<file path="src/hdl/gm_pkg.sv">
package gm_pkg;

	localparam int PB_AW = 9; // Packet buffer address bits
	localparam int PB_DW = 16; // Packet buffer word bits
	localparam int PB_HALF = 256; // Start of processor read-out region
	localparam int PLAYER_BLOCK = 64; // Words sent to each player
	localparam int NUM_PLAYERS = 2;
	localparam int PLAYER_W = 2; // Player counter bits
	localparam int ROUND_WAIT = 200; // Countdown cycles before the interrupt
	localparam int TIMER_W = 8; // Holds ROUND_WAIT
	localparam int DEST_W = 48; // Ethernet destination address

	// Buffer owner codes
	localparam int OWN_W = 3;
	localparam logic [OWN_W-1:0] OWN_IDLE = 3'd0;
	localparam logic [OWN_W-1:0] OWN_TX = 3'd1;
	localparam logic [OWN_W-1:0] OWN_RX = 3'd2;
	localparam logic [OWN_W-1:0] OWN_PROC_READ = 3'd3;
	localparam logic [OWN_W-1:0] OWN_PROC_WRITE = 3'd4;

	// Round exchange states
	localparam int ST_W = 4;
	localparam logic [ST_W-1:0] ST_RESET_TIMER = 4'd0;
	localparam logic [ST_W-1:0] ST_COUNTDOWN = 4'd1;
	localparam logic [ST_W-1:0] ST_INTERRUPT = 4'd2;
	localparam logic [ST_W-1:0] ST_INIT_SEND = 4'd3;
	localparam logic [ST_W-1:0] ST_READ_PB = 4'd4;
	localparam logic [ST_W-1:0] ST_SEND = 4'd5;
	localparam logic [ST_W-1:0] ST_WAIT_ACK = 4'd6;
	localparam logic [ST_W-1:0] ST_INIT_RECEIVE = 4'd7;
	localparam logic [ST_W-1:0] ST_RECEIVE_PACKETS = 4'd8;
	localparam logic [ST_W-1:0] ST_WAIT_UNTIL_LOW = 4'd9;
	localparam logic [ST_W-1:0] ST_RECEIVE_WRITE = 4'd10;
	localparam logic [ST_W-1:0] ST_NEXT_ADDRESS = 4'd11;
	localparam logic [ST_W-1:0] ST_TRANSMIT_PLAYERS = 4'd12;
	localparam logic [ST_W-1:0] ST_REQUEST_TX = 4'd13;
	localparam logic [ST_W-1:0] ST_TX_COMPLETE = 4'd14;
	localparam logic [ST_W-1:0] ST_TX_NEXT = 4'd15;

	// Receive admission states
	localparam int RX_ST_W = 2;
	localparam logic [RX_ST_W-1:0] RX_NEXT = 2'd0;
	localparam logic [RX_ST_W-1:0] RX_WAIT = 2'd1;
	localparam logic [RX_ST_W-1:0] RX_START = 2'd2;
	localparam logic [RX_ST_W-1:0] RX_DO = 2'd3;

endpackage

</file>
<file path="src/hdl/pb_port_if.sv">
`timescale 1ns/1ps

interface pb_port_if
	import gm_pkg::*;
	();

	logic [PB_AW-1:0] address; // Word address into the buffer
	logic [PB_DW-1:0] wdata; // Write word
	logic wren; // Write strobe
	logic [PB_DW-1:0] q; // Read word, one cycle behind address

	// Client side of the buffer
	modport owner (output address, output wdata, output wren, input q);

	// RAM side, also used by the arbiter toward each client
	modport memory (input address, input wdata, input wren, output q);

endinterface

</file>
<file path="src/hdl/buffer_arbiter.sv">
`timescale 1ns/1ps

module buffer_arbiter
	import gm_pkg::*;
	(
	input logic system_clk,
	input logic rst_n,
	input logic transmitting,
	input logic rx_claim,
	input logic sending,
	input logic receiving,
	pb_port_if.memory rx_pb,
	pb_port_if.memory tx_pb,
	pb_port_if.memory rd_pb,
	pb_port_if.memory wr_pb,
	pb_port_if.owner mem_pb
	);

	logic [OWN_W-1:0] owner; // Current buffer owner

	// Fixed priority, owner held when nobody asks
	always_ff @(posedge system_clk or negedge rst_n)
	begin
		if (!rst_n)
		begin
			owner <= OWN_IDLE;
		end
		else if (transmitting)
		begin
			owner <= OWN_TX;
		end
		else if (rx_claim)
		begin
			owner <= OWN_RX; // Engine drains the receive FIFO here
		end
		else if (sending)
		begin
			owner <= OWN_PROC_READ;
		end
		else if (receiving)
		begin
			owner <= OWN_PROC_WRITE;
		end
	end

	// Owner's port onto the RAM
	always_comb
	begin
		mem_pb.address = '0; // Idle parks on word 0
		mem_pb.wdata = '0;
		mem_pb.wren = 1'b0;
		case (owner)
			OWN_TX:
			begin
				mem_pb.address = tx_pb.address;
				mem_pb.wdata = tx_pb.wdata;
				mem_pb.wren = tx_pb.wren;
			end
			OWN_RX:
			begin
				mem_pb.address = rx_pb.address;
				mem_pb.wdata = rx_pb.wdata;
				mem_pb.wren = rx_pb.wren;
			end
			OWN_PROC_READ:
			begin
				mem_pb.address = rd_pb.address;
				mem_pb.wdata = rd_pb.wdata;
				mem_pb.wren = rd_pb.wren;
			end
			OWN_PROC_WRITE:
			begin
				mem_pb.address = wr_pb.address;
				mem_pb.wdata = wr_pb.wdata;
				mem_pb.wren = wr_pb.wren;
			end
			default:
			begin
				mem_pb.wren = 1'b0; // Idle, nothing written
			end
		endcase
	end

	// Read word fans out to every client
	assign rx_pb.q = mem_pb.q;
	assign tx_pb.q = mem_pb.q;
	assign rd_pb.q = mem_pb.q;
	assign wr_pb.q = mem_pb.q;

endmodule

</file>
<file path="src/flat_wrapper.sv">
// flat-port wrapper written by rule: the top's interface ports become plain ports
module buffer_arbiter_flat import gm_pkg::*;
  (system_clk, rst_n, transmitting, rx_claim, sending, receiving, rx_pb_address, rx_pb_wdata, rx_pb_wren, rx_pb_q, tx_pb_address, tx_pb_wdata, tx_pb_wren, tx_pb_q, rd_pb_address, rd_pb_wdata, rd_pb_wren, rd_pb_q, wr_pb_address, wr_pb_wdata, wr_pb_wren, wr_pb_q, mem_pb_address, mem_pb_wdata, mem_pb_wren, mem_pb_q);
  pb_port_if rx_pb_i ();
  pb_port_if tx_pb_i ();
  pb_port_if rd_pb_i ();
  pb_port_if wr_pb_i ();
  pb_port_if mem_pb_i ();
  input logic system_clk;
  input logic rst_n;
  input logic transmitting;
  input logic rx_claim;
  input logic sending;
  input logic receiving;
  input wire logic [$bits(rx_pb_i.address)-1:0] rx_pb_address;
  input wire logic [$bits(rx_pb_i.wdata)-1:0] rx_pb_wdata;
  input wire logic [$bits(rx_pb_i.wren)-1:0] rx_pb_wren;
  output wire logic [$bits(rx_pb_i.q)-1:0] rx_pb_q;
  input wire logic [$bits(tx_pb_i.address)-1:0] tx_pb_address;
  input wire logic [$bits(tx_pb_i.wdata)-1:0] tx_pb_wdata;
  input wire logic [$bits(tx_pb_i.wren)-1:0] tx_pb_wren;
  output wire logic [$bits(tx_pb_i.q)-1:0] tx_pb_q;
  input wire logic [$bits(rd_pb_i.address)-1:0] rd_pb_address;
  input wire logic [$bits(rd_pb_i.wdata)-1:0] rd_pb_wdata;
  input wire logic [$bits(rd_pb_i.wren)-1:0] rd_pb_wren;
  output wire logic [$bits(rd_pb_i.q)-1:0] rd_pb_q;
  input wire logic [$bits(wr_pb_i.address)-1:0] wr_pb_address;
  input wire logic [$bits(wr_pb_i.wdata)-1:0] wr_pb_wdata;
  input wire logic [$bits(wr_pb_i.wren)-1:0] wr_pb_wren;
  output wire logic [$bits(wr_pb_i.q)-1:0] wr_pb_q;
  output wire logic [$bits(mem_pb_i.address)-1:0] mem_pb_address;
  output wire logic [$bits(mem_pb_i.wdata)-1:0] mem_pb_wdata;
  output wire logic [$bits(mem_pb_i.wren)-1:0] mem_pb_wren;
  input wire logic [$bits(mem_pb_i.q)-1:0] mem_pb_q;
  assign rx_pb_i.address = rx_pb_address;
  assign rx_pb_i.wdata = rx_pb_wdata;
  assign rx_pb_i.wren = rx_pb_wren;
  assign rx_pb_q = rx_pb_i.q;
  assign tx_pb_i.address = tx_pb_address;
  assign tx_pb_i.wdata = tx_pb_wdata;
  assign tx_pb_i.wren = tx_pb_wren;
  assign tx_pb_q = tx_pb_i.q;
  assign rd_pb_i.address = rd_pb_address;
  assign rd_pb_i.wdata = rd_pb_wdata;
  assign rd_pb_i.wren = rd_pb_wren;
  assign rd_pb_q = rd_pb_i.q;
  assign wr_pb_i.address = wr_pb_address;
  assign wr_pb_i.wdata = wr_pb_wdata;
  assign wr_pb_i.wren = wr_pb_wren;
  assign wr_pb_q = wr_pb_i.q;
  assign mem_pb_address = mem_pb_i.address;
  assign mem_pb_wdata = mem_pb_i.wdata;
  assign mem_pb_wren = mem_pb_i.wren;
  assign mem_pb_i.q = mem_pb_q;
  buffer_arbiter u_core (.system_clk(system_clk), .rst_n(rst_n), .transmitting(transmitting), .rx_claim(rx_claim), .sending(sending), .receiving(receiving), .rx_pb(rx_pb_i), .tx_pb(tx_pb_i), .rd_pb(rd_pb_i), .wr_pb(wr_pb_i), .mem_pb(mem_pb_i));
endmodule
</file>
<file path="config.mk">
export PLATFORM = sky130hd
export DESIGN_NAME = buffer_arbiter_flat
export DESIGN_NICKNAME = d
export VERILOG_FILES = /design/src/hdl/gm_pkg.sv /design/src/hdl/pb_port_if.sv /design/src/hdl/buffer_arbiter.sv /design/src/flat_wrapper.sv
export SDC_FILE = /design/constraint.sdc
export NUM_CORES = 1
export LEC_CHECK = 0
export BUFFER_PORTS_ARGS = -buffer_cell sky130_fd_sc_hd__buf_4
export CORE_ASPECT_RATIO = 0.7
export CORE_MARGIN = 4
export CORE_UTILIZATION = 30
export DETAILED_ROUTE_END_ITERATION = 8
export PLACE_DENSITY = 0.77
export SYNTH_ARGS = -nofsm -noshare
export SYNTH_HDL_FRONTEND = slang
export SYNTH_SLANG_ARGS = --single-unit
</file>
<file path="constraint.sdc">
create_clock -name system_clk -period 1.3 [get_ports system_clk]
set_input_delay 0.065 -clock system_clk [delete_from_list [all_inputs] [get_ports system_clk]]
set_output_delay 0.065 -clock system_clk [all_outputs]
set_load 0.02 [all_outputs]
</file>
# Yosys cells after proc, flatten, opt, wreduce, memory -nomap -nowiden
# Cells that the tools add are included.
# W data, S select, Z words.
[word_totals]
register_bits = 3
input_bits = 126
[classes]
muxes = 7
eq_ne = 4
n_reduce_logical = 1
[ops]
columns = ["op", "n"]
rows = [
  ["$pmux W16 S4", 1],
  ["$pmux W9 S4", 1],
  ["$mux W3", 4],
  ["$eq A3 B2 Y1 const B", 2],
  ["$pmux W1 S4", 1],
  ["$reduce_bool A4 Y1", 1],
  ["$eq A3 B1 Y1 const B", 1],
  ["$eq A3 B3 Y1 const B", 1],
]

# Longest topological paths before layout
[depth]
word_depth = 4
depth_mapped = 5

# Least setup slack after synthesis
# No wires, ideal clock.
[synth_timing]
path_kind = "reg2out"
startpoint = "register u_core.owner[2]"
endpoint = "output mem_pb_address[0]"
slack_ns = 0.068
stages_incl_launch_ff = 6
required_time_ns = 1.235
t_arrival_ns = 1.167
path_cell_list = "dfrtp_1 buf_6 nand2b_4 buf_6 buf_6 o221ai_2"
[synth_via]
elab_chain_cells = 2
[synth_rtl]
columns = ["item", "line", "text"]
rows = [
  ["start, declared", "buffer_arbiter.sv:19", "logic [OWN_W-1:0] owner;"],
  ["start signal, assigned", "buffer_arbiter.sv:26", "owner <= OWN_IDLE;"],
  ["start signal, assigned", "buffer_arbiter.sv:30", "owner <= OWN_TX;"],
  ["start signal, assigned", "buffer_arbiter.sv:34", "owner <= OWN_RX;"],
  ["$eq A3 B3 Y1, or another cell as far along", "buffer_arbiter.sv:52", "case (owner)"],
  ["$pmux W9 S4 *", "buffer_arbiter.sv:52", ""],
  ["end, declared", "flat_wrapper.sv:31", "output wire logic [$bits(mem_pb_i.address)-1:0] mem_pb_address;"],
]
# Every way passes the cells marked *; elsewhere a longest branch is shown, timed or not.

# Worst setup path after layout
[layout_timing]
startpoint = "register u_core.owner[0]"
endpoint = "output mem_pb_wdata[4]"
[layout_via]
elab_chain_cells = 2
[layout_rtl]
columns = ["item", "line", "text"]
rows = [
  ["$eq A3 B3 Y1, or another cell as far along", "buffer_arbiter.sv:52", ""],
  ["$pmux W16 S4 *", "buffer_arbiter.sv:52", ""],
  ["end, declared", "flat_wrapper.sv:32", "output wire logic [$bits(mem_pb_i.wdata)-1:0] mem_pb_wdata;"],
]
# Marked as above.

==> impl_metrics.csv <==
group,metric,value,unit
run_status,run_status,"finished with violations",
run_status,violations,"setup timing",
clock_tree,insertion_delay,0.22,ns
yosys,async_flop_share,100.0,%
sta,final-max-slew-violation-count,0,
global_routing,antenna_found_initial,0,
yosys,synth_fa_ha_area_share,0,%
clock_tree,clk_path_buf_depth,2,
yosys,synth_top_family_by_area,"buffers and inverters",
yosys,synth_compound_area_share,22.46,%
layout,drive_gt1_share,66.67,%
yosys,synth_common_cells,"buf_4 (65), nand2b_1 (27), mux2i_1 (26), nand3_1 (26), o221ai_2 (20)",
route,wl_met3,514,um
yosys,synth_xor_area_share,0,%
route,drt-total-wl,5645,um
yosys,yosysMostFrequentCell,"buf_4",
layout,final_area,2440,sq um
place,dpl_cell_area,2325,sq um
clock_tree,cts_max_level,1,
power,power-per-cell-area,559.5,nW/um^2
place,routabilityCongestion,0.8552,
layout,syn_to_final_growth,45.96,%
critical_path,required,1.24,ns
yosys,yosysTopAreaCellShare,29.19,%
layout,nets,397,
sta,period_share,114.1,%
power,ir_drop,0.2021,mV
global_routing,grt_max_degree,32,
place,port_buffers,135,
die,boundaryPins,216,
yosys,ys_types,18,
run,timing.max_cap.violations,0,
hold_path,hold_class,"in2reg",
sta,worstMarginPinSlew,0.1977,ns
sta,max_slew_margin,86.44,%
sta,finalClockSkew,0,ns
yosys,synthCells,199,
yosys,syn_area,1672,sq um
route,first_pass_iters,4,
place,pre_cts_slack,-0.008116,ns
layout,antennaDiodeCount,0,
yosys,synth-simple-area-share,20.06,%
yosys,synth_ff_type,"dfrtp_1",
power,p_leak,1.188,nW
yosys,ys_seq_elements,3,
layout,multi_input_area,1007,sq um
yosys,synth_edf_count,0,
route,dr_wl_met2,2738,um
layout,regArea,77.57,sq um
layout,reg_top3,"u_core.owner x3",
global_routing,grt_first_pass_wirelength,8625,um
route,routedWlPerCell,16.51,um
sta,finalHoldViolCount,0,
global_routing,grt_pass1_vias,1733,
global_routing,grt_usage,15.03,%
yosys,synth_area_leaders,"buf_4 (29%), o221ai_2 (18%), mux2i_1 (16%), nand2b_1 (10%), nand3_1 (7.8%)",
route,drtAntennaViolNets,0,
critical_path,arrival,1.42,ns
die,die_y,70.46,um
route,wl_met1,2250,um
clock_tree,cts_sinks,3,
global_routing,overflow,0,
die,die_w,97.22,um
route,dr_total_vias,1728,
sta,rsz0062_at_grt,"true",
sta,worst_hold_slack,0.01890,ns
route,drt_iter0_markers,35,
layout,regMostFlops,"u_core.owner",
critical_path,cp_max_fo,16,
yosys,yosysWarningCount,0,
critical_path,crit_type,"reg2out",
sta,finalCriticalPeriod,1.483,ns
yosys,synth.mux.area_fraction,15.57,%
route,topRoutingLayerUsed,"met4",
sta,fmax,0.6743,GHz
yosys,syn_nets,325,
clock_tree,clk_pin_slew_worst_paths,0.03,ns
route,drc,0,
place,hpwlAfterDp,4696,um
critical_path,ff2ff_path_depth,3,
sta,setup_viol,26,
critical_path,end_kind,"output port",
die,rows,22,
clock_tree,cts_made_buffers,3,
yosys,syn_area_per_cell,8.400,sq um
sta,fin_ws,-0.1831,ns
clock_tree,cts_tree,"built",
die,coreArea,5313,sq um
layout,utilization,45.93,%
die,dieArea,6850,sq um
route,via_per_inst,5.053,
layout,largest_reg_flops,3,
layout,fillers,517,
yosys,ys_seq_area_share,4.491,%
critical_path,cp-start-kind,"flop",
clock_tree,clock-root-buffer,"clkbuf_8",
yosys,yosys.area.top_type,"buf_4",
die,start_util,31.46,%
hold_path,whs_path_depth,2,
cell families (layout without fill, tap and decap cells):
logic type | count (synthesis) | count (layout)
simple gates | 58 | 58
buf+inv | 82 | 153
flops | 3 | 3
mux | 26 | 26
compound gates | 30 | 30
report_power, final:
group          internal [mW]  switching, mW
logic                  0.547          0.428
registers              0.100         0.0114
clock network          0.210         0.0684
total                  0.857          0.508
metrics by stage:
stage	total power, mW	cells	setup TNS [ns]
floorplan	0.8654	199	0
global placement	1.047	336	0
detailed placement	1.063	336	-0.01574
CTS	1.370	342	-4.295
global route	1.450	342	-5.726
finish	1.365	342	-4.008
layer usage:
metal	GRT usage, %	vias to the layer above
met5	0	-
met4	3.840	0
met3	5.090	27
met2	25.46	89
met1	18.31	816
li1	-	796
layout by cell type (no fill, tap or decap), drive strengths merged:
master	count
inv	1
a21oi	2
nand3	26
buf	147
dlygate4sd3	1
clkbuf	4
nand2b	28
nor2	3
dfrtp	3
nand2	1
mux2i	26
o21bai	1
o221ai	26
o21ai	1
final timing paths:
| path | start | to | slack [ns] |
|---|---|---|---|
| max | u_core.owner[0]$_DFFE_PN0P_ | mem_pb_wdata[4] | -0.18 |
| min | transmitting | u_core.owner[2]$_DFFE_PN0P_ | 0.02 |
| max reg2reg | u_core.owner[0]$_DFFE_PN0P_ | u_core.owner[0]$_DFFE_PN0P_ | 0.33 |
| min reg2reg | u_core.owner[1]$_DFFE_PN0P_ | u_core.owner[1]$_DFFE_PN0P_ | 0.62 |
| max in group asynchronous | rst_n | u_core.owner[1]$_DFFE_PN0P_ | 1.00 |
| min in group asynchronous | rst_n | u_core.owner[0]$_DFFE_PN0P_ | 0.19 |
layout make-up:
cell class | instances | share of cell area (%)
tap | 72 | 3.692
multi-input combinational | 114 | 41.28
clock buffer | 4 | 1.846
inverter | 1 | 0.1538
timing repair buffer | 148 | 49.85
sequential | 3 | 3.179
worst max-delay path, cell delays in order (launching register included):
cell and delay (ns):
dfrtp_2 0.45, buf_12 0.20, mux2i_4 0.26, o221ai_2 0.12
buf_4 0.16
what timing repair did:
| item | CTS | global route |
|---|---|---|
| setup endpoints to repair | 26 | 26 |
| hold endpoints to repair | 3 | 0 |
| resized for setup | 7 | 5 |
| buffers inserted | 1 | 0 |
| hold buffers | 1 | 0 |
No activity file was read; power rests on OpenSTA's default activity.
