## config.mk

```make
export PLATFORM = sky130hd
export DESIGN_NAME = proc_exchange_flat
export DESIGN_NICKNAME = d
export VERILOG_FILES = /design/src/hdl/gm_pkg.sv /design/src/hdl/pb_port_if.sv /design/src/hdl/proc_exchange.sv /design/src/flat_wrapper.sv
export SDC_FILE = /design/constraint.sdc
export NUM_CORES = 1
export LEC_CHECK = 0
export BUFFER_PORTS_ARGS = -buffer_cell sky130_fd_sc_hd__buf_2
export CORE_UTILIZATION = 46
export DETAILED_ROUTE_END_ITERATION = 12
export PLACE_DENSITY_LB_ADDON = 0.2
export SYNTH_ARGS = -nofsm -noshare
export SYNTH_HDL_FRONTEND = slang
export SYNTH_SLANG_ARGS = --single-unit
```

## constraint.sdc

```tcl
create_clock -name system_clk -period 2.41 [get_ports system_clk]
set_input_delay 0 -clock system_clk [delete_from_list [all_inputs] [get_ports system_clk]]
set_output_delay 0 -clock system_clk [all_outputs]
set_load 0.05 [all_outputs]
```

## src/hdl/gm_pkg.sv

```systemverilog
package gm_pkg;

	localparam int PB_AW = 9; // Packet buffer address bits
	localparam int PB_DW = 16; // Packet buffer word bits
	localparam int PB_HALF = 256; // Start of processor read-out region
	localparam int PLAYER_BLOCK = 64; // Words sent to each player
	localparam int NUM_PLAYERS = 2;
	localparam int PLAYER_W = 2; // Player counter bits
	localparam int ROUND_WAIT = 200; // Countdown cycles before the interrupt
	localparam int TIMER_W = 8; // Holds ROUND_WAIT
	localparam int DEST_W = 48; // Ethernet destination address

	// Buffer owner codes
	localparam int OWN_W = 3;
	localparam logic [OWN_W-1:0] OWN_IDLE = 3'd0;
	localparam logic [OWN_W-1:0] OWN_TX = 3'd1;
	localparam logic [OWN_W-1:0] OWN_RX = 3'd2;
	localparam logic [OWN_W-1:0] OWN_PROC_READ = 3'd3;
	localparam logic [OWN_W-1:0] OWN_PROC_WRITE = 3'd4;

	// Round exchange states
	localparam int ST_W = 4;
	localparam logic [ST_W-1:0] ST_RESET_TIMER = 4'd0;
	localparam logic [ST_W-1:0] ST_COUNTDOWN = 4'd1;
	localparam logic [ST_W-1:0] ST_INTERRUPT = 4'd2;
	localparam logic [ST_W-1:0] ST_INIT_SEND = 4'd3;
	localparam logic [ST_W-1:0] ST_READ_PB = 4'd4;
	localparam logic [ST_W-1:0] ST_SEND = 4'd5;
	localparam logic [ST_W-1:0] ST_WAIT_ACK = 4'd6;
	localparam logic [ST_W-1:0] ST_INIT_RECEIVE = 4'd7;
	localparam logic [ST_W-1:0] ST_RECEIVE_PACKETS = 4'd8;
	localparam logic [ST_W-1:0] ST_WAIT_UNTIL_LOW = 4'd9;
	localparam logic [ST_W-1:0] ST_RECEIVE_WRITE = 4'd10;
	localparam logic [ST_W-1:0] ST_NEXT_ADDRESS = 4'd11;
	localparam logic [ST_W-1:0] ST_TRANSMIT_PLAYERS = 4'd12;
	localparam logic [ST_W-1:0] ST_REQUEST_TX = 4'd13;
	localparam logic [ST_W-1:0] ST_TX_COMPLETE = 4'd14;
	localparam logic [ST_W-1:0] ST_TX_NEXT = 4'd15;

	// Receive admission states
	localparam int RX_ST_W = 2;
	localparam logic [RX_ST_W-1:0] RX_NEXT = 2'd0;
	localparam logic [RX_ST_W-1:0] RX_WAIT = 2'd1;
	localparam logic [RX_ST_W-1:0] RX_START = 2'd2;
	localparam logic [RX_ST_W-1:0] RX_DO = 2'd3;

endpackage

```

## src/hdl/pb_port_if.sv

```systemverilog
`timescale 1ns/1ps

interface pb_port_if
	import gm_pkg::*;
	();

	logic [PB_AW-1:0] address; // Word address into the buffer
	logic [PB_DW-1:0] wdata; // Write word
	logic wren; // Write strobe
	logic [PB_DW-1:0] q; // Read word, one cycle behind address

	// Client side of the buffer
	modport owner (output address, output wdata, output wren, input q);

	// RAM side, also used by the arbiter toward each client
	modport memory (input address, input wdata, input wren, output q);

endinterface

```

## src/hdl/proc_exchange.sv

```systemverilog
`timescale 1ns/1ps

module proc_exchange
	import gm_pkg::*;
	(
	input logic system_clk,
	input logic rst_n,
	input logic round_start,
	input logic rx_empty,
	input logic proc_ready,
	input logic proc_ack,
	input logic proc_data_ready,
	input logic proc_done,
	input logic tx_ready,
	input logic [PB_DW-1:0] proc_wdata,
	output logic bus_free,
	output logic sending,
	output logic receiving,
	output logic transmitting,
	output logic proc_request,
	output logic proc_valid,
	output logic proc_irq,
	output logic send_ship,
	output logic [PB_DW-1:0] proc_data,
	output logic [DEST_W-1:0] dest_address,
	output logic [PB_AW-1:0] player_base,
	pb_port_if.owner rd_pb,
	pb_port_if.owner wr_pb
	);

	logic [ST_W-1:0] state;
	logic [TIMER_W-1:0] timer; // Round countdown
	logic [PB_AW-1:0] count; // Read-out word counter
	logic [PB_AW-1:0] wr_addr; // Write-in word address
	logic wr_en;
	logic [PB_DW-1:0] wr_data; // Word captured from the processor
	logic [PLAYER_W-1:0] player; // Player being served

	assign rd_pb.address = count; // Held through read_pb
	assign rd_pb.wdata = '0;
	assign rd_pb.wren = 1'b0; // Read-only client
	assign wr_pb.address = wr_addr;
	assign wr_pb.wdata = wr_data;
	assign wr_pb.wren = wr_en;

	always_ff @(posedge system_clk or negedge rst_n)
	begin
		if (!rst_n)
		begin
			state <= ST_RESET_TIMER;
			timer <= '0;
			count <= '0;
			wr_addr <= '0;
			wr_en <= 1'b0;
			player <= '0;
			bus_free <= 1'b1;
			sending <= 1'b0;
			receiving <= 1'b0;
			transmitting <= 1'b0;
			proc_request <= 1'b0;
			proc_valid <= 1'b0;
			proc_irq <= 1'b0;
			send_ship <= 1'b0;
		end
		else
		begin
			proc_irq <= 1'b0; // Both are single-cycle pulses
			send_ship <= 1'b0;
			case (state)
				ST_RESET_TIMER:
				begin
					timer <= '0;
					bus_free <= 1'b1; // Receive side may use the buffer
					transmitting <= 1'b0;
					state <= round_start ? ST_COUNTDOWN : ST_RESET_TIMER;
				end
				ST_COUNTDOWN:
				begin
					if (timer != TIMER_W'(ROUND_WAIT))
					begin
						timer <= timer + 1'b1; // Saturates at the end value
					end
					count <= PB_AW'(PB_HALF);
					if (timer == TIMER_W'(ROUND_WAIT) && rx_empty)
					begin
						state <= ST_INTERRUPT; // Only with the receive FIFO drained
					end
				end
				ST_INTERRUPT:
				begin
					proc_irq <= 1'b1;
					proc_request <= 1'b1;
					bus_free <= 1'b0; // Locks out receive admission
					sending <= 1'b1;
					state <= ST_INIT_SEND;
				end
				ST_INIT_SEND:
				begin
					if (proc_ready)
					begin
						proc_request <= 1'b0;
						state <= ST_READ_PB;
					end
				end
				ST_READ_PB:
				begin
					state <= proc_ack ? ST_READ_PB : ST_SEND; // Previous ack must drop
				end
				ST_SEND:
				begin
					proc_valid <= 1'b1; // Word latched below
					count <= count + 1'b1;
					state <= ST_WAIT_ACK;
				end
				ST_WAIT_ACK:
				begin
					if (proc_ack)
					begin
						proc_valid <= 1'b0;
						state <= (count == '0) ? ST_INIT_RECEIVE : ST_READ_PB; // Wrapped past 511
					end
				end
				ST_INIT_RECEIVE:
				begin
					sending <= 1'b0;
					receiving <= 1'b1;
					wr_addr <= '0;
					wr_en <= 1'b0;
					player <= '0;
					state <= ST_RECEIVE_PACKETS;
				end
				ST_RECEIVE_PACKETS:
				begin
					if (proc_done)
					begin
						state <= ST_TRANSMIT_PLAYERS;
					end
					else if (proc_data_ready)
					begin
						state <= ST_WAIT_UNTIL_LOW;
					end
				end
				ST_WAIT_UNTIL_LOW:
				begin
					state <= proc_data_ready ? ST_WAIT_UNTIL_LOW : ST_RECEIVE_WRITE;
				end
				ST_RECEIVE_WRITE:
				begin
					wr_en <= 1'b1; // Written at the edge leaving next_address
					state <= ST_NEXT_ADDRESS;
				end
				ST_NEXT_ADDRESS:
				begin
					wr_en <= 1'b0;
					wr_addr <= wr_addr + 1'b1;
					state <= ST_RECEIVE_PACKETS;
				end
				ST_TRANSMIT_PLAYERS:
				begin
					receiving <= 1'b0;
					transmitting <= 1'b1;
					// Start only once the transmit request has been seen for a cycle
					if (tx_ready && transmitting)
					begin
						send_ship <= 1'b1;
						state <= ST_REQUEST_TX;
					end
				end
				ST_REQUEST_TX:
				begin
					state <= tx_ready ? ST_REQUEST_TX : ST_TX_COMPLETE; // Engine busy
				end
				ST_TX_COMPLETE:
				begin
					state <= tx_ready ? ST_TX_NEXT : ST_TX_COMPLETE; // Block sent
				end
				ST_TX_NEXT:
				begin
					player <= player + 1'b1;
					if (player == PLAYER_W'(NUM_PLAYERS - 1))
					begin
						state <= ST_RESET_TIMER;
					end
					else
					begin
						state <= ST_TRANSMIT_PLAYERS;
					end
				end
			endcase
		end
	end

	// Data path registers
	always_ff @(posedge system_clk)
	begin
		if (state == ST_SEND)
		begin
			proc_data <= rd_pb.q; // RAM word for the address held in read_pb
		end
		if ((state == ST_RECEIVE_PACKETS || state == ST_WAIT_UNTIL_LOW) && proc_data_ready)
		begin
			wr_data <= proc_wdata; // Last word seen while strobe high
		end
		if (state == ST_TRANSMIT_PLAYERS)
		begin
			dest_address <= DEST_W'(player) + DEST_W'(1); // Game master is address 0
			player_base <= PB_AW'(player) * PB_AW'(PLAYER_BLOCK);
		end
	end

endmodule

```

## src/flat_wrapper.sv

```systemverilog
// flat-port wrapper written by rule: the top's interface ports become plain ports
module proc_exchange_flat import gm_pkg::*;
  (system_clk, rst_n, round_start, rx_empty, proc_ready, proc_ack, proc_data_ready, proc_done, tx_ready, proc_wdata, bus_free, sending, receiving, transmitting, proc_request, proc_valid, proc_irq, send_ship, proc_data, dest_address, player_base, rd_pb_address, rd_pb_wdata, rd_pb_wren, rd_pb_q, wr_pb_address, wr_pb_wdata, wr_pb_wren, wr_pb_q);
  pb_port_if rd_pb_i ();
  pb_port_if wr_pb_i ();
  input logic system_clk;
  input logic rst_n;
  input logic round_start;
  input logic rx_empty;
  input logic proc_ready;
  input logic proc_ack;
  input logic proc_data_ready;
  input logic proc_done;
  input logic tx_ready;
  input logic [PB_DW-1:0] proc_wdata;
  output logic bus_free;
  output logic sending;
  output logic receiving;
  output logic transmitting;
  output logic proc_request;
  output logic proc_valid;
  output logic proc_irq;
  output logic send_ship;
  output logic [PB_DW-1:0] proc_data;
  output logic [DEST_W-1:0] dest_address;
  output logic [PB_AW-1:0] player_base;
  output wire logic [$bits(rd_pb_i.address)-1:0] rd_pb_address;
  output wire logic [$bits(rd_pb_i.wdata)-1:0] rd_pb_wdata;
  output wire logic [$bits(rd_pb_i.wren)-1:0] rd_pb_wren;
  input wire logic [$bits(rd_pb_i.q)-1:0] rd_pb_q;
  output wire logic [$bits(wr_pb_i.address)-1:0] wr_pb_address;
  output wire logic [$bits(wr_pb_i.wdata)-1:0] wr_pb_wdata;
  output wire logic [$bits(wr_pb_i.wren)-1:0] wr_pb_wren;
  input wire logic [$bits(wr_pb_i.q)-1:0] wr_pb_q;
  assign rd_pb_address = rd_pb_i.address;
  assign rd_pb_wdata = rd_pb_i.wdata;
  assign rd_pb_wren = rd_pb_i.wren;
  assign rd_pb_i.q = rd_pb_q;
  assign wr_pb_address = wr_pb_i.address;
  assign wr_pb_wdata = wr_pb_i.wdata;
  assign wr_pb_wren = wr_pb_i.wren;
  assign wr_pb_i.q = wr_pb_q;
  proc_exchange u_core (.system_clk(system_clk), .rst_n(rst_n), .round_start(round_start), .rx_empty(rx_empty), .proc_ready(proc_ready), .proc_ack(proc_ack), .proc_data_ready(proc_data_ready), .proc_done(proc_done), .tx_ready(tx_ready), .proc_wdata(proc_wdata), .bus_free(bus_free), .sending(sending), .receiving(receiving), .transmitting(transmitting), .proc_request(proc_request), .proc_valid(proc_valid), .proc_irq(proc_irq), .send_ship(send_ship), .proc_data(proc_data), .dest_address(dest_address), .player_base(player_base), .rd_pb(rd_pb_i), .wr_pb(wr_pb_i));
endmodule
```

Word level (Yosys, flattened, before mapping)
Cells that the tools add are included.
- flip-flop bits (word level): 123
- latch bits: 0
- bits in writable memories: 0
- memory bits (read-only): 0
- input bits: 57
- output and inout bits: 133
- memories kept: 0
- add/sub/neg operators: 5
- multipliers: 0
- div/mod/pow operators: 0
- magnitude comparators: 0
- equality and inequality tests: 24
- shift operators: 0
- multiplexer cells: 31
- bitwise logic cells: 0
- reduce and logical (&&, ||, !) cells: 22
- operators by type and width (cell ; number):
    $pmux 4 s15 ; 1
    $pmux 9 s2 ; 2
    $eq 4x4->1 const B ; 8
    $mux 4 ; 7
    $reduce_bool 2->1 ; 11
    $add 9x1->9 const B ; 2
    $eq 4x3->1 const B ; 4
    $pmux 8 s2 ; 1
    $pmux 1 s2 ; 7
    $logic_not 9->1 ; 1
    $add 8x1->8 const B ; 1
    $eq 4x2->1 const B ; 2
    $eq 8x8->1 const B ; 1
    $mux 1 ; 8
    $mux 8 ; 1
    $ne 8x8->1 const B ; 1
    $mux 2 ; 3
    $ne 2x1->1 const B ; 3
    $reduce_and 2->1 ; 3
    $reduce_and 5->1 ; 1
    $eq 4x1->1 const B ; 1
    $logic_not 4->1 ; 1
    $ne 2x2->1 const B ; 2
    $pmux 2 s2 ; 1
    other kinds (7) ; 9

Longest topological paths before layout
- depth in word-level cells: 4
- gate-level depth with buffers: 8
- gate-level depth less buffers: 7

Worst setup path after synthesis
OpenSTA, ideal clock, no wires.
- path kind: register -> register
- start point: register u_core.count[0] (netlist: u_core.rd_pb.address[0])
- end point: register u_core.state[1]
- library setup time: 0.128 ns
- arrival time: 1.675 ns
- data required time: 2.282 ns
- slack: 0.607 ns
- cell stages (with the launch flop): 7
- path buffers: 0
- clock period less this slack: 1.803 ns
- cell sequence: dfrtp_1 -> inv_1 -> ha_1 -> nor4b_1 -> a31oi_1 -> o211ai_1 -> mux2_1
- word-level cells in the longest chain between the ends: 4
- RTL lines (item ; RTL line ; source):
    start: declaration ; proc_exchange.sv:33 ; logic [PB_AW-1:0] count;
    start signal: assignment ; proc_exchange.sv:83 ; count <= PB_AW'(PB_HALF);
    start signal: assignment ; proc_exchange.sv:112 ; count <= count + 1'b1;
    $logic_not 9->1 ; proc_exchange.sv:120 ; state <= (count == '0) ? ST_INIT_RECEIVE : ST_READ_PB;
    $mux 2 ; proc_exchange.sv:120 ;
    $mux 4 ; proc_exchange.sv:117 ; if (proc_ack)
    $pmux 4 s15 ; proc_exchange.sv:69 ; case (state)
    end signal: assignment ; proc_exchange.sv:75 ; state <= round_start ? ST_COUNTDOWN : ST_RESET_TIMER;
    end signal: assignment ; proc_exchange.sv:120 ;
    end signal: assignment ; proc_exchange.sv:145 ; state <= proc_data_ready ? ST_WAIT_UNTIL_LOW : ST_RECEIVE_WRITE;
    end: declaration ; proc_exchange.sv:31 ; logic [ST_W-1:0] state;
Every way passes these cells. The select of a mux whose other input is x is not followed.
A chain may end at the register's enable or synchronous reset.

Final worst setup path
- start point: register u_core.state[2]
- end point: register u_core.count[8] (netlist: u_core.rd_pb.address[8])
- word-level cells in the longest chain between the ends: 2
- elaborated cells on any way between the ends: 4
- those cells by class: 2 x eq/ne; 1 x mux; 1 x reduce/logical
- RTL lines (item ; RTL line ; source):
    start signal: assignment ; proc_exchange.sv:75 ;
    start signal: assignment ; proc_exchange.sv:107 ; state <= proc_ack ? ST_READ_PB : ST_SEND;
    start signal: assignment ; proc_exchange.sv:120 ;
    $eq 4x3->1 / $eq 4x1->1 (equally long branches) ; proc_exchange.sv:69 ;
    $pmux 9 s2 / $reduce_bool 2->1 (equally long branches) ; - ;
Parallel ways exist; a longest one is shown, timed or not.

==> impl_metrics.csv <==
group,metric,value,unit
power_and_ir_drop,p_leak,2.30,nW
die,die_x,93.7,µm
synth,ys_seq_area_share,55.3,%
synth,synth.area.mux_share,1.88,%
synth,synth_area,3870,µm²
power_and_ir_drop,p_int,0.00278,W
cells_and_area,fin_cells,606,
synth,syn_inst,349,
worst_hold_path,hold_path_depth,4,
sta,tightest_slew,0.914,ns
die,rows,33,
sta,clock_skew,0.0156,ns
power_and_ir_drop,p_seq_share,39.7,%
synth,synth_compound_area_share,7.22,%
cells_and_area,fill_cells,710,
place,portBuffers,104,
detailed_routing,wl_met2,3.36,mm
sta,finalSetupTns,0,ns
detailed_routing,drc,0,
synth,synth_cell_types,53,
cells_and_area,syn2layout_area_growth,24.3,%
cells_and_area,final_area,4810,µm²
synth,yosys_warnings,0,
synth,yosys_register_bits,78,
sta,max_freq,0.505,GHz
die,die_h,93.7,µm
die,dieArea,8780,µm²
power_and_ir_drop,p_switching,0.00221,W
sta,rsz0062_at_grt,"false",
synth,synth_flop_cell,"dfrtp_1",
cells_and_area,fin_nets,560,
global_routing,grt_use_total,17.0,%
power_and_ir_drop,comb_power_share,38.8,%
detailed_routing,vias,2741,
synth,synth_async_sr_flop_share,52.6,%
cells_and_area,diodes,0,
clock_network,cts_hold_buf,36,
detailed_routing,detail_route.vias_per_cell,4.52,
detailed_routing,routed-wl-met3,548,µm
place,dpl_cell_area,4230,µm²
worst_setup_path,end_kind,"register",
worst_hold_path,hp-class,"primary input to register",
place,place.gp.congestion,0.771,
sta,final_hold_viol_count,0,
place,dp.cells,554,
die,start_util,47.3,%
sta,relSlewSlack,39.1,%
synth,synthSimpleGateAreaFrac,15.0,%
clock_network,cts_resized,0,
run,drv_cap,0,
global_routing,grt_max_degree,42,
detailed_routing,drtPass1Iterations,4,
global_routing,grt_pass1_wl,11.3,mm
detailed_routing,drt-total-wl,7.55,mm
global_routing,grt_pass1_vias,2329,
worst_setup_path,arrival,2.24,ns
power_and_ir_drop,clkPwrFrac,21.5,%
clock_network,cts.reportedPaths.clkPinSlew,0.08,ns
worst_setup_path,critPathKind,"register to register",
place,post-dp-hpwl,5.09,mm
cells_and_area,drive_gt1_share,27.5,%
die,ios,190,
synth,synth_xor_area_share,1.59,%
sta,fin_crit,1.98,ns
worst_setup_path,critPathLaunchType,"register",
synth,postSynthAreaPerCell,11.1,µm²
clock_network,cts_tree,"yes",
detailed_routing,detail_route.wl_per_cell,12.5,µm
synth,synthAdderAreaFrac,2.27,%
detailed_routing,top_layer,"met4",
worst_setup_path,cp_max_fo,24,
power_and_ir_drop,ir_worst_vdd,0.587,mV
detailed_routing,ant_nets,0,
worst_setup_path,cp.required,2.67,ns
detailed_routing,m1WireLength,3.54,mm
clock_network,cts.htree.levels,3,
run_status,status,"finished clean",
power_and_ir_drop,sw_frac_of_total,44.3,%
power_and_ir_drop,p_per_area,1040,nW/µm²
power_and_ir_drop,power.total,0.00498,W
clock_network,clk_latency,0.34,ns
synth,synth_top_family_by_area,"buffers and inverters",
sta,drv_slew,0,
sta,setup_viol,0,
worst_setup_path,r2r_cells,6,
clock_network,cts_setup_buffers,0,
detailed_routing,drtIter0Drc,101,
global_routing,antenna_found_initial,0,
global_routing,grt_overflow_total,0,
clock_network,clockRootBuffer,"clkbuf_8",
sta,hold_slack,0.112,ns
clock_network,cts_buffer_depth,2,
synth,synth_edf_count,37,
sta,finalCritPeriodShare,82.1,%
die,design.core.area,8180,µm²
clock_network,cts.sinks,78,
clock_network,cts_buffers,9,
## cells in the mapped netlist (2+ instances only)
cell type | number | share of area, %
buf_6 | 4 | 1.2
nor4_1 | 3 | 0.49
o21ai_1 | 2 | 0.26
buf_4 | 69 | 13
and3_1 | 5 | 0.81
inv_1 | 14 | 1.4
nand3_1 | 13 | 1.7
o21ai_0 | 21 | 2.7
ha_1 | 7 | 2.3
nor3_1 | 3 | 0.39
a31oi_1 | 6 | 0.97
nand2b_2 | 2 | 0.45
a22o_1 | 2 | 0.45
nand4_1 | 6 | 0.97
a21oi_1 | 6 | 0.78
o31ai_1 | 2 | 0.39
nand2b_1 | 2 | 0.32
inv_2 | 2 | 0.19
mux2i_1 | 5 | 1.3
mux2_1 | 2 | 0.58
nand2_1 | 36 | 3.5
xnor2_1 | 3 | 0.68
or2_1 | 2 | 0.32
nor2_1 | 24 | 2.3
xor2_1 | 4 | 0.91
dfrtp_1 | 40 | 26
edfxtp_1 | 37 | 29
buf_2 | 2 | 0.26
## cell type report
cell class                      count  area (µm²)  area share, %
Inverter                           17        68.8           1.43
Clock buffer                       10         128           2.65
Tap cell                          105         131           2.73
Clock inverter                      6        92.6           1.93
Sequential cell                    78        2140           44.5
Multi-Input combinational cell    246        1340           27.8
Timing Repair Buffer              144         911           18.9
## state kept, by name, indices dropped and copies added (netlist names), 2 cells and up
register / cells
u_core.timer: 8
u_core.dest_address: 3
u_core.rd_pb.address: 9
u_core.wr_pb.wdata: 16
u_core.wr_pb.address: 9
u_core.state: 4
u_core.proc_data: 16
u_core.player: 2
u_core.player_base: 2
## routing by layer
metal  vias to the layer above  GRT usage [%]
li1                       1361              -
met1                      1243           23.6
met2                       129           26.1
met3                         8           3.48
met4                         0           7.31
met5                         -              0
## power groups by stage
stage	Clock [W]	Combinational, W	Sequential [W]
2_1_floorplan	0	0.00104	0.00256
3_3_place_gp	0	0.00187	0.00199
3_5_place_dp	0	0.00189	0.00200
4_1_cts	0.00110	0.00194	0.00197
5_1_grt	0.00116	0.00207	0.00201
6_report	0.00107	0.00193	0.00198
## cell families after synthesis
family	after synthesis
adder cells (fa/ha/maj)	7
AND/OR/NAND/NOR	110
multiplexers	7
other	1
XOR/XNOR	7
flip-flops	78
buffers and inverters	93
AO/OA/AOI/OAI	46
## cell usage in the layout (no fill, tap or decap), types with 3 or more instances in the layout
cell	count
edfxtp_1	37
clkbuf_8	9
inv_1	14
buf_4	4
ha_1	7
and3_1	5
xnor2_1	3
mux2i_1	5
nand2_1	36
conb_1	69
xor2_1	4
nor2_1	24
a31oi_1	6
inv_6	3
nor3_1	3
o21ai_0	21
nand4_1	6
nand3_1	13
a21oi_1	6
dfrtp_1	40
nor4_1	3
buf_2	104
dlygate4sd3_1	36
## final timing paths
path,slack [ns],from,end
worst max-delay path,0.43,u_core.state[2],u_core.rd_pb.address[8]
worst min-delay path,0.11,round_start,u_core.state[0]
worst max register to register,0.43,u_core.state[2],u_core.rd_pb.address[8]
worst min register to register,0.46,u_core.bus_free,u_core.bus_free
max in group asynchronous,1.50,rst_n,u_core.timer[2]
min in group asynchronous,0.32,rst_n,u_core.wr_pb.address[8]
## through the flow
stage	setup WS (ns)	util (%)
after floorplan	0.607	-
after global placement	0.504	51.7
after detailed placement	0.450	51.7
after CTS	0.432	58.8
after global routing	0.268	58.8
final	0.431	58.8
## worst max-delay path: stages (launching register included)
cell and delay (ns):
dfrtp_1 0.72, nand2b_2 0.16, or2_1 0.38, inv_6 0.23, nand2_2 0.08, nor3_2 0.13
mux2i_1 0.20
No activity file was read; power rests on OpenSTA's default activity.
