## src/hdl/gm_pkg.sv

```systemverilog
package gm_pkg;

	localparam int PB_AW = 9; // Packet buffer address bits
	localparam int PB_DW = 16; // Packet buffer word bits
	localparam int PB_HALF = 256; // Start of processor read-out region
	localparam int PLAYER_BLOCK = 64; // Words sent to each player
	localparam int NUM_PLAYERS = 2;
	localparam int PLAYER_W = 2; // Player counter bits
	localparam int ROUND_WAIT = 200; // Countdown cycles before the interrupt
	localparam int TIMER_W = 8; // Holds ROUND_WAIT
	localparam int DEST_W = 48; // Ethernet destination address

	// Buffer owner codes
	localparam int OWN_W = 3;
	localparam logic [OWN_W-1:0] OWN_IDLE = 3'd0;
	localparam logic [OWN_W-1:0] OWN_TX = 3'd1;
	localparam logic [OWN_W-1:0] OWN_RX = 3'd2;
	localparam logic [OWN_W-1:0] OWN_PROC_READ = 3'd3;
	localparam logic [OWN_W-1:0] OWN_PROC_WRITE = 3'd4;

	// Round exchange states
	localparam int ST_W = 4;
	localparam logic [ST_W-1:0] ST_RESET_TIMER = 4'd0;
	localparam logic [ST_W-1:0] ST_COUNTDOWN = 4'd1;
	localparam logic [ST_W-1:0] ST_INTERRUPT = 4'd2;
	localparam logic [ST_W-1:0] ST_INIT_SEND = 4'd3;
	localparam logic [ST_W-1:0] ST_READ_PB = 4'd4;
	localparam logic [ST_W-1:0] ST_SEND = 4'd5;
	localparam logic [ST_W-1:0] ST_WAIT_ACK = 4'd6;
	localparam logic [ST_W-1:0] ST_INIT_RECEIVE = 4'd7;
	localparam logic [ST_W-1:0] ST_RECEIVE_PACKETS = 4'd8;
	localparam logic [ST_W-1:0] ST_WAIT_UNTIL_LOW = 4'd9;
	localparam logic [ST_W-1:0] ST_RECEIVE_WRITE = 4'd10;
	localparam logic [ST_W-1:0] ST_NEXT_ADDRESS = 4'd11;
	localparam logic [ST_W-1:0] ST_TRANSMIT_PLAYERS = 4'd12;
	localparam logic [ST_W-1:0] ST_REQUEST_TX = 4'd13;
	localparam logic [ST_W-1:0] ST_TX_COMPLETE = 4'd14;
	localparam logic [ST_W-1:0] ST_TX_NEXT = 4'd15;

	// Receive admission states
	localparam int RX_ST_W = 2;
	localparam logic [RX_ST_W-1:0] RX_NEXT = 2'd0;
	localparam logic [RX_ST_W-1:0] RX_WAIT = 2'd1;
	localparam logic [RX_ST_W-1:0] RX_START = 2'd2;
	localparam logic [RX_ST_W-1:0] RX_DO = 2'd3;

endpackage

```

## src/hdl/rx_admit.sv

```systemverilog
`timescale 1ns/1ps

module rx_admit
	import gm_pkg::*;
	(
	input logic system_clk,
	input logic rst_n,
	input logic rx_empty,
	input logic bus_free,
	input logic rx_waiting,
	output logic rx_claim,
	output logic move_packet
	);

	logic [RX_ST_W-1:0] state;

	// Packets pending and no round holding the buffer
	assign rx_claim = !rx_empty && bus_free;

	always_ff @(posedge system_clk or negedge rst_n)
	begin
		if (!rst_n)
		begin
			state <= RX_START;
			move_packet <= 1'b0;
		end
		else
		begin
			case (state)
				RX_START:
				begin
					if (rx_claim)
					begin
						state <= RX_WAIT;
						move_packet <= 1'b1; // Ask engine to move a packet
					end
				end
				RX_WAIT:
				begin
					if (rx_waiting)
					begin
						state <= RX_DO;
						move_packet <= 1'b0; // Engine took the request
					end
				end
				RX_DO:
				begin
					state <= rx_waiting ? RX_DO : RX_NEXT; // Wait for the low phase
				end
				RX_NEXT:
				begin
					state <= rx_waiting ? RX_START : RX_NEXT; // Re-arm on the rise
				end
			endcase
		end
	end

endmodule

```

## config.mk

```make
export PLATFORM = sky130hd
export DESIGN_NAME = rx_admit
export DESIGN_NICKNAME = d
export VERILOG_FILES = /design/src/hdl/gm_pkg.sv /design/src/hdl/rx_admit.sv
export SDC_FILE = /design/constraint.sdc
export NUM_CORES = 1
export LEC_CHECK = 0
export BUFFER_PORTS_ARGS = -buffer_cell sky130_fd_sc_hd__buf_2
export CORE_AREA = 4 4 41 43
export DETAILED_ROUTE_END_ITERATION = 10
export DIE_AREA = 0 0 45 47
export RECOVER_POWER = 50
export SYNTH_ARGS = -nofsm -noshare
export SYNTH_HDL_FRONTEND = slang
export SYNTH_SLANG_ARGS = --single-unit
```

## constraint.sdc

```tcl
create_clock -name system_clk -period 1.45 [get_ports system_clk]
set_clock_uncertainty 0.1 [all_clocks]
set_input_delay 0.29 -clock system_clk [delete_from_list [all_inputs] [get_ports system_clk]]
set_output_delay 0.29 -clock system_clk [all_outputs]
set_load 0.01 [all_outputs]
```

; Word level (Yosys, flattened, before mapping)
; Index checks and enable logic that the tools add are counted.
[classes]
n_eq_ne = 5
mux = 8
reduce_logical = 6
[op_table]
columns = operator, n
row1 = 2-to-1 mux 2 bit, 4
row2 = one-hot mux 2 bit (4 select lines), 1
row3 = equality test 2 bit (second input constant), 2
row4 = != test 2 bit (second input constant), 2
row5 = AND reduction 3 bit, 1
row6 = equality test 2 x 1 -> 1 bit (second input constant), 1
row7 = zero test 2 bit, 1
row8 = 2-to-1 mux 1 bit, 2
row9 = one-hot mux 1 bit (2 select lines), 1
row10 = AND reduction 2 bit, 1
row11 = nonzero test 2 bit, 1
row12 = logical AND 1 bit, 1
row13 = zero test 1 bit, 1
[word_totals]
register_bits = 3
input_bits = 5
output_inout_bits = 2
word_cells = 21

; Longest topological paths before layout
; Gate-level depths: netlist of the first run.
[depth]
depth_word = 4
mapped_depth = 2
ltp_nobuf = 2

; Worst setup path before layout of the first run
; Ideal clock, no wire load.
[synth_timing]
kind = register -> register
from = register state[1]
to = register state[1]
setup_ns = 0.075
arrival_ns = 0.839
t_required_ns = 1.275
path_slack_ns = 0.436
path_stages_with_launch = 3
n_path_buf = 0
period_less_slack_ns = 1.014
path_cell_list = dfstp_2 -> nor2b_4 -> mux2i_1
[synth_between]
elab_chain_len = 3
elab_cells_between_ends = 8
classes_between = eq/ne: 5 / mux: 1 / reduce/logical: 2
[synth_rtl]
columns = element, line_no
row1 = "start, declared", rx_admit.sv:15  ; logic [RX_ST_W-1:0] state;
row2 = "start signal, assigned", rx_admit.sv:48  ; state <= rx_waiting ? RX_DO : RX_NEXT;
row3 = "start signal, assigned", rx_admit.sv:52  ; state <= rx_waiting ? RX_START : RX_NEXT;
row4 = equality test 2 bit or equality test 2 x 1 -> 1 bit (tied branches), rx_admit.sv:29  ; case (state)
row5 = != test 2 bit (no source line), n/a
row6 = AND reduction 2 bit (no source line), n/a
; Several ways; a longest one is shown, not always the timed one.
; A chain may end at the register's enable or synchronous reset.

; Worst setup path in the final report of the first run
[layout_timing]
from = register move_packet
to = output port move_packet
[layout_lines]
columns = element, line_no
row1 = "start, declared", rx_admit.sv:12  ; output logic move_packet
row2 = "start signal, assigned", rx_admit.sv:25  ; move_packet <= 1'b0;
row3 = "start signal, assigned", rx_admit.sv:35  ; move_packet <= 1'b1;
row4 = "start signal, assigned", rx_admit.sv:43  ; move_packet <= 1'b0;
; No word-level cell between the ends.

==> flow_summary.yaml, run 1 <==
sta:
  worst_pin_slew_ps: 237
  final.min_clock_period_ps: 1150
  timing.final.hold_violations: 0
  timing.setup.tns_ps: 0
  grt_setup_unrepaired: "no"
  timing.max_slew.rel_slack_pct: 84.2
  final_max_slew_viol_count: 0
  finalCritPeriodShare_pct: 79.6
  finalSetupViolCount: 0
  fmax_mhz: 866
  layout_setup_ws_ps: 296
logic_synthesis:
  synth_top_flop_cell: "sky130_fd_sc_hd__dfrtp_1"
  synth-edff-count: 0
  synth_top_area_share_pct: 34.5
  ys_ff_latch: 3
  yosysUniqueCellTypes: 10
  postSynth.asyncResetShare_pct: 100
  ys_seq_area_share_pct: 52.6
  synth.area.top_cells: "sky130_fd_sc_hd__dfrtp_1, sky130_fd_sc_hd__dfstp_2, sky130_fd_sc_hd__nor2b_4, sky130_fd_sc_hd__a221o_1, sky130_fd_sc_hd__mux2i_1"
  synth.most_common_cell: "sky130_fd_sc_hd__dfrtp_1"
  netlist_area_um2: 145
  synth_top_area_cell: "sky130_fd_sc_hd__dfrtp_1"
  syn_inst: 11
  synth_nets: 16
  ys.warnings.count: 0
  synthesis.area_per_instance_um2: 13.2
cells_and_area:
  nets: 28
  post_route_cells_drive_above_1_share_pct: 45.5
  area_growth_pct: 52.6
  fillers: 151
  fin_cells: 37
  final_design_utilization_pct: 17.0
  antenna-diode-count: 0
min_path:
  hold_path_class: "primary input to flop"
cts:
  path_clk_slew_ps: 40
  tritoncts: "yes"
  cts_sinks: 3
  cts_made_buffers: 3
  cts-resized-gates: 0
  cts-root-buf: "sky130_fd_sc_hd__clkbuf_4"
  clock_insertion_delay_at_the_later_pin_of_the_skew_report_ps: 230
  htree_levels: 1
  cts_buffer_depth: 2
setup_path:
  crit_path_cell_trace: "buf_2"
  max_stage_delay_ps: 380
  worstPathArrival_ps: 760
  timing.critical_path.max_delay_family: "flip-flops"
  slowest_stage: "sky130_fd_sc_hd__dfrtp_1"
  criticalPathCategory: "flop to primary output"
  worstSetupEndpointType: "primary output"
  worst-endpoint-required_ps: 1060
  timing.critical_path.buf_inv: 1
  worstSetupStartpointType: "flop"
  worst-path-max-fanout: 3
pwr:
  design_power_total_mw: 0.342
  ir_drop_mv: 0.301
  power_leakage_nw: 0.0998
  power_density_mw_per_mm2: 1540
global_routing:
  overflow: 0
  first_global_vias: 121
  grt_met3_usage_pct: 2.68
  pin_count_of_the_biggest_net_entering_global_routing: 5
  grt_antenna_before_repair: 0
  global_route_wire_length_before_repair_um: 558
  grt_util_all_layers_pct: 4.44
  grt_util_met2_pct: 3.11
  grt_busiest_layer: "met4"
  grt.met1_usage_pct: 5.96
die:
  dieHeight_um: 47
  boundaryPins: 7
  num_rows: 13
  initial_core_util_pct: 11.2
  core-area_mm2: 0.00130
  die_area_mm2: 0.00212
  die_w_um: 45
placement:
  port_buffers: 6
  pre_cts_ws_ps: 324
  gp_routability_congestion: 0.684
  place_inst: 32
  hpwl_um: 251
route:
  first_pass_iters: 4
  via_count: 122
  vias_per_cell: 3.30
  drt-initial-drc-count: 4
  drt-wirelength-per-cell_um: 9.03
  drc: 0
  totalWireLength_um: 334
  route.antenna.remaining_nets: 0
run_status:
  status: "finished, final reports clean"
flow_run:
  cap_viol_max_count: 0
-- registers in the layout, summed over array words and instances (netlist names) --
name         count
move_packet      1
state            2
-- path summary, 6_finish.rpt --
check	startpoint	end	slack, ps	depth (start not counted)
setup / recovery	move_packet	move_packet	300	1
hold / removal	rx_waiting	state[1]	170	3
setup reg to reg	state[1]	state[1]	300	2
hold reg to reg	state[0]	state[0]	430	1
max in group asynchronous	rst_n	state[1]	720	2
min in group asynchronous	rst_n	move_packet	300	2
-- kinds of logic after synthesis --
| family | count (synthesis) | share of synthesized area, % |
|---|---|---|
| DFF | 3 | 52.6 |
| AOI/OAI and AO/OA | 3 | 18.1 |
| muxes | 1 | 6.90 |
| and+or+nand+nor | 3 | 19.8 |
| buffers and inverters | 1 | 2.58 |
-- cells in the final DEF (no fill, tap or decap), drive strengths merged --
cell type	instances
nand2b	1
a21boi	1
buf	5
a22o	1
dlygate4sd3	1
inv	1
a221o	1
mux2i	1
dfrtp	2
nor2b	2
dfstp	1
clkbuf	5
-- cell type report --
cell class	instances	area, µm²	share of cell area [%]
repair buffers	7	38.8	17.5
inverters	1	3.75	1.69
well taps	15	18.8	8.47
multi-input cells	7	57.6	26.0
flip-flops and latches	3	76.3	34.5
clock buffers	4	26.3	11.9
-- repair_timing --
action	CTS	global route
hold endpoints to repair	3	0
hold buffers	1	0
setup buffers	0	0
-- metrics by stage --
stage | hold slack [ps] | instance area, µm²
floorplan | -106 | 145
global placement | -13.8 | 194
detailed placement | -8.16 | 194
CTS | 157 | 230
global route | 186 | 221
finish | 168 | 221
-- layer usage --
metal | wire length, µm | vias to the layer above
met5 | 0 | -
met4 | 15 | 0
met3 | 66 | 2
met2 | 84 | 11
met1 | 167 | 48
li1 | - | 61
-- power by group --
part | internal, mW | switching [mW] | total [mW] | leakage [nW]
clock | 0.103 | 0.0452 | 0.148 | 0.0150
sequential | 0.111 | 0.0167 | 0.127 | 0.0325
combinational | 0.0368 | 0.0295 | 0.0664 | 0.0523
total | 0.251 | 0.0914 | 0.342 | 0.0998
Power figures use the tool's default switching activity.
==> run 2: changes to the inputs <==
Settings changed: ABC_AREA set to 1.
Clock period 1.45 ns to 1.2 ns, I/O delays scaled along.
==> flow_summary.yaml, run 2 <==
run_status:
  status: "finished, final reports clean"
setup_path:
  worst-endpoint-required_ps: 860
  startpoint_of_the_most_critical_register_to_register_path: "state[1]"
  worst-path-max-fanout: 2
  crit_path_cell_trace: "buf_2"
  setup.reg_to_reg.worst_slack_ps: 150
  criticalPathCategory: "flop to primary output"
  r2r_cells: 4
  slowest_stage: "sky130_fd_sc_hd__dfrtp_1"
  timing.critical_path.max_delay_family: "flip-flops"
  worst_reg2reg_path_endpoint: "move_packet"
  timing.critical_path.buf_inv: 1
  max_stage_delay_ps: 370
  worstSetupStartpointType: "flop"
  worstPathArrival_ps: 740
  worstSetupEndpointType: "primary output"
sta:
  whs_ps: 158
  layout_setup_ws_ps: 122
  worst_pin_slew_ps: 150
  fmax_mhz: 927
  timing.setup.tns_ps: 0
  finalCritPeriodShare_pct: 89.9
  final.min_clock_period_ps: 1080
  finalSetupViolCount: 0
  timing.max_slew.rel_slack_pct: 90.0
  grt_setup_unrepaired: "no"
  timing.final.hold_violations: 0
  final_max_slew_viol_count: 0
logic_synthesis:
  synth.most_common_cell: "sky130_fd_sc_hd__inv_1"
  synth_top_area_share_pct: 34.8
  ys.warnings.count: 0
  ys_ff_latch: 3
  synth_nets: 20
  synth.area.top_cells: "sky130_fd_sc_hd__dfrtp_1, sky130_fd_sc_hd__dfstp_2, sky130_fd_sc_hd__inv_1, sky130_fd_sc_hd__nor2_4, sky130_fd_sc_hd__a21oi_2"
  synth_top_area_cell: "sky130_fd_sc_hd__dfrtp_1"
  yosysUniqueCellTypes: 11
  synthesis.area_per_instance_um2: 9.59
  netlist_area_um2: 144
  synth_top_flop_cell: "sky130_fd_sc_hd__dfrtp_1"
  synth-edff-count: 0
  syn_inst: 15
  synth.top_cells.by_count: "sky130_fd_sc_hd__inv_1, sky130_fd_sc_hd__dfrtp_1, sky130_fd_sc_hd__nand2_1"
  ys_seq_area_share_pct: 53.0
  postSynth.asyncResetShare_pct: 100
cts:
  path_clk_slew_ps: 30
  clock_insertion_delay_at_the_later_pin_of_the_skew_report_ps: 230
  postCtsSetupRepairBufs: 0
  cts-root-buf: "sky130_fd_sc_hd__clkbuf_4"
  cts_made_buffers: 3
  cts_buffer_depth: 2
  htree_levels: 1
  cts_sinks: 3
  tritoncts: "yes"
cells_and_area:
  fillers: 155
  final_common_cell: "sky130_fd_sc_hd__buf_2"
  layout_top_registers: "state x2, move_packet x1"
  area_growth_pct: 57.4
  post-route-cell-area_um2: 226
  post_route_cells_drive_above_1_share_pct: 46.2
  nets: 32
  fin_cells: 41
  mostFrequentLayoutCells: "sky130_fd_sc_hd__buf_2, sky130_fd_sc_hd__inv_1, sky130_fd_sc_hd__clkbuf_4, sky130_fd_sc_hd__clkbuf_1"
  antenna-diode-count: 0
  final_design_utilization_pct: 17.4
  largest_register_ffs: 2
  max_flop_register: "state"
die:
  core-area_mm2: 0.00130
  num_rows: 13
  boundaryPins: 7
  initial_core_util_pct: 11.1
  die_w_um: 45
  die_area_mm2: 0.00212
  dieHeight_um: 47
pwr:
  design_power_total_mw: 0.499
  power_leakage_nw: 0.110
  power_density_mw_per_mm2: 2200
  ir_drop_mv: 0.460
placement:
  gp_routability_congestion: 0.523
  place_inst: 36
  placement.cell_area_um2: 193
  hpwl_um: 250
  port_buffers: 6
  pre_cts_ws_ps: 137
min_path:
  timing.hold.worst.start: "rx_waiting"
  timing.hold.worst_path_depth: 2
  hold_path_end: "state[1]"
  hold_path_class: "primary input to flop"
global_routing:
  overflow: 0
  grt_antenna_before_repair: 0
  grt_util_all_layers_pct: 3.96
  global_route_wire_length_before_repair_um: 517
  pin_count_of_the_biggest_net_entering_global_routing: 4
  first_global_vias: 140
route:
  drt-initial-drc-count: 0
  totalWireLength_um: 291
  via_count: 131
  vias_per_cell: 3.20
  first_pass_iters: 1
  drc: 0
  route.antenna.remaining_nets: 0
  drt-wirelength-per-cell_um: 7.10
flow_run:
  cap_viol_max_count: 0
-- run 2: logic make-up (layout without fill, tap and decap cells) --
logic type	count (synthesis)	in the layout	share of synthesized area, %
compound gates	3	3	14.8
simple gates	6	6	24.4
buf+inv	3	14	7.83
flops	3	3	53.0
-- run 2: where the power goes --
part           internal [mW]  total (mW)  leakage, nW  switching, mW
Clock                  0.124       0.174       0.0150         0.0491
Sequential             0.158       0.186       0.0339         0.0281
Combinational         0.0615       0.139       0.0609         0.0778
Total                  0.344       0.499        0.110          0.155
-- run 2: final cells by class --
| cell class | count | area (µm²) | area share [%] |
|---|---|---|---|
| Inverter | 3 | 11.3 | 4.97 |
| Sequential cell | 3 | 76.3 | 33.7 |
| Tap cell | 15 | 18.8 | 8.29 |
| Multi-Input combinational cell | 9 | 56.3 | 24.9 |
| Timing Repair Buffer | 7 | 37.5 | 16.6 |
| Clock buffer | 4 | 26.3 | 11.6 |
-- run 2: worst max path at each step --
stage,startpoint,to,slack [ps],depth (start not counted)
global placement,state[1],move_packet,160,4
detailed placement,state[1],move_packet,140,4
CTS,move_packet,move_packet,100,1
floorplan,state[1],state[1],200,4
finish,move_packet,move_packet,120,1
global route,state[1],move_packet,30,4
-- run 2: what timing repair did --
action,CTS,global route
endpoints found under the hold margin,3,0
hold buffers,1,0
resized for setup,0,0
-- run 2: worst register-to-register path, delay by kind of cell, from the launching register on --
kind / cells / cell delay, ps
buffers and inverters: 1 / 50
and+or+nand+nor: 2 / 200
AOI/OAI and AO/OA: 1 / 120
DFF: 1 / 510
-- run 2: per-layer routing --
layer  routed length [µm]  share of wire (%)  up-vias  GRT usage [%]
met5                    0                  0        -              0
met4                    0                  0        0           5.26
met3                   28                9.6        0           2.68
met2                  185                 64        2           5.93
met1                   77                 26       62           2.97
li1                     -                  -       67              -
==> run 3: changes to the inputs <==
Settings changed: ABC_AREA 1 to unset.
==> flow_summary.yaml, run 3 (same netlist as run 1, synthesis figures left out) <==
cts:
  path_clk_slew_ps: 40
  clock_insertion_delay_at_the_later_pin_of_the_skew_report_ps: 230
  tritoncts: "yes"
  postCtsHoldBufs: 1
  cts_sinks: 3
  cts-root-buf: "sky130_fd_sc_hd__clkbuf_4"
  cts-resized-gates: 0
  htree_levels: 1
  cts_made_buffers: 3
  postCtsSetupRepairBufs: 0
  cts_buffer_depth: 2
route:
  totalWireLength_um: 336
  drc: 0
  via_count: 127
  vias_per_cell: 3.43
  first_pass_iters: 2
  drt-initial-drc-count: 4
  drt-wirelength-per-cell_um: 9.08
  route.antenna.remaining_nets: 0
setup_path:
  timing.critical_path.buf_inv: 1
  r2r_cells: 2
  crit_path_cell_trace: "buf_2"
  slowest_stage: "sky130_fd_sc_hd__dfrtp_1"
  worstSetupStartpointType: "flop"
  worst_reg2reg_path_endpoint: "state[1]"
  criticalPathCategory: "flop to primary output"
  setup.reg_to_reg.worst_slack_ps: 140
  worstSetupEndpointType: "primary output"
  startpoint_of_the_most_critical_register_to_register_path: "state[1]"
  timing.critical_path.max_delay_family: "flip-flops"
  max_stage_delay_ps: 380
  worst-path-stages: 1
  worstPathArrival_ps: 760
  worst-path-max-fanout: 3
  worst-endpoint-required_ps: 860
cells_and_area:
  post_route_cells_drive_above_1_share_pct: 50.0
  antenna-diode-count: 0
  nets: 28
  layout_top_registers: "state x2, move_packet x1"
  final_common_cell: "sky130_fd_sc_hd__buf_2"
  mostFrequentLayoutCells: "sky130_fd_sc_hd__buf_2, sky130_fd_sc_hd__clkbuf_4, sky130_fd_sc_hd__clkbuf_1, sky130_fd_sc_hd__dfrtp_1"
  largest_register_ffs: 2
  area_growth_pct: 57.8
  fillers: 156
  max_flop_register: "state"
sta:
  timing.final.hold_violations: 0
  final_max_slew_viol_count: 0
  timing.setup.tns_ps: 0
  finalSetupViolCount: 0
  final.min_clock_period_ps: 1100
  grt_setup_unrepaired: "no"
  finalCritPeriodShare_pct: 91.7
  timing.max_slew.rel_slack_pct: 87.4
  fmax_mhz: 909
  worst_pin_slew_ps: 189
pwr:
  power_density_mw_per_mm2: 1870
  pwr-share-seq_pct: 37.3
  comb_power_share_pct: 21.6
  design_power_total_mw: 0.428
  clockPowerShare_pct: 41.1
  internal_pwr_total_mw: 0.314
  power_leakage_nw: 0.106
  ir_drop_mv: 0.410
  p_sw_share_pct: 26.7
  power.net_switching_mw: 0.114
flow_run:
  cap_viol_max_count: 0
run_status:
  status: "finished, final reports clean"
die:
  boundaryPins: 7
  initial_core_util_pct: 11.2
  dieHeight_um: 47
  num_rows: 13
  die_w_um: 45
  die_area_mm2: 0.00212
  core-area_mm2: 0.00130
global_routing:
  overflow: 0
  pin_count_of_the_biggest_net_entering_global_routing: 5
  grt_util_all_layers_pct: 5.14
  first_global_vias: 137
  grt_antenna_before_repair: 0
  global_route_wire_length_before_repair_um: 641
min_path:
  timing.hold.worst_path_depth: 3
  timing.hold.worst.start: "rx_waiting"
  hold_path_end: "state[1]"
  hold_path_class: "primary input to flop"
placement:
  port_buffers: 6
  gp_routability_congestion: 0.649
-- run 3: power by group through the flow --
stage | Sequential [mW] | Combinational, mW | Clock [mW]
6_report | 0.160 | 0.0923 | 0.176
5_1_grt | 0.166 | 0.102 | 0.203
4_1_cts | 0.160 | 0.0931 | 0.187
3_5_place_dp | 0.160 | 0.0897 | 0
3_3_place_gp | 0.159 | 0.0876 | 0
2_1_floorplan | 0.159 | 0.0630 | 0
-- run 3: through the flow --
stage | hold WS [ps] | utilization [%] | setup slack [ps] | instance area [µm²] | cells
4_1_cts | 115 | 17.7 | 83.4 | 230 | 37
2_1_floorplan | -156 | - | 186 | 145 | 11
3_3_place_gp | -60.8 | 14.9 | 173 | 194 | 32
6_report | 122 | 17.6 | 100 | 229 | 37
5_1_grt | 133 | 17.6 | 53.5 | 229 | 37
3_5_place_dp | -58.5 | 14.9 | 155 | 194 | 32
-- run 3: final cells by class --
type                            count  area (µm²)  area share, %
Sequential cell                     3        76.3           33.3
Inverter                            1        3.75           1.64
Timing Repair Buffer                7        38.8           16.9
Tap cell                           15        18.8           8.20
Multi-Input combinational cell      7        65.1           28.4
Clock buffer                        4        26.3           11.5
-- run 3: worst max-delay path by stage --
stage | end | start
6_report | move_packet | move_packet
5_1_grt | move_packet | move_packet
4_1_cts | move_packet | move_packet
3_5_place_dp | state[1] | state[1]
3_3_place_gp | state[1] | state[1]
2_1_floorplan | state[1] | state[1]
-- run 3: metal layers --
metal | track usage [%] | part of all wire [%] | vias up
met4 | 3.51 | 0 | 0
met5 | 0 | 0 | -
met1 | 6.39 | 55 | 57
li1 | - | - | 61
met2 | 4.52 | 30 | 9
met3 | 5.75 | 15 | 0
-- run 3: tightest hold or removal path, delay by kind of cell --
| kind | cells | cell delay, ps |
|---|---|---|
| buffers and inverters | 2 | 150 |
| multiplexers | 1 | 50 |
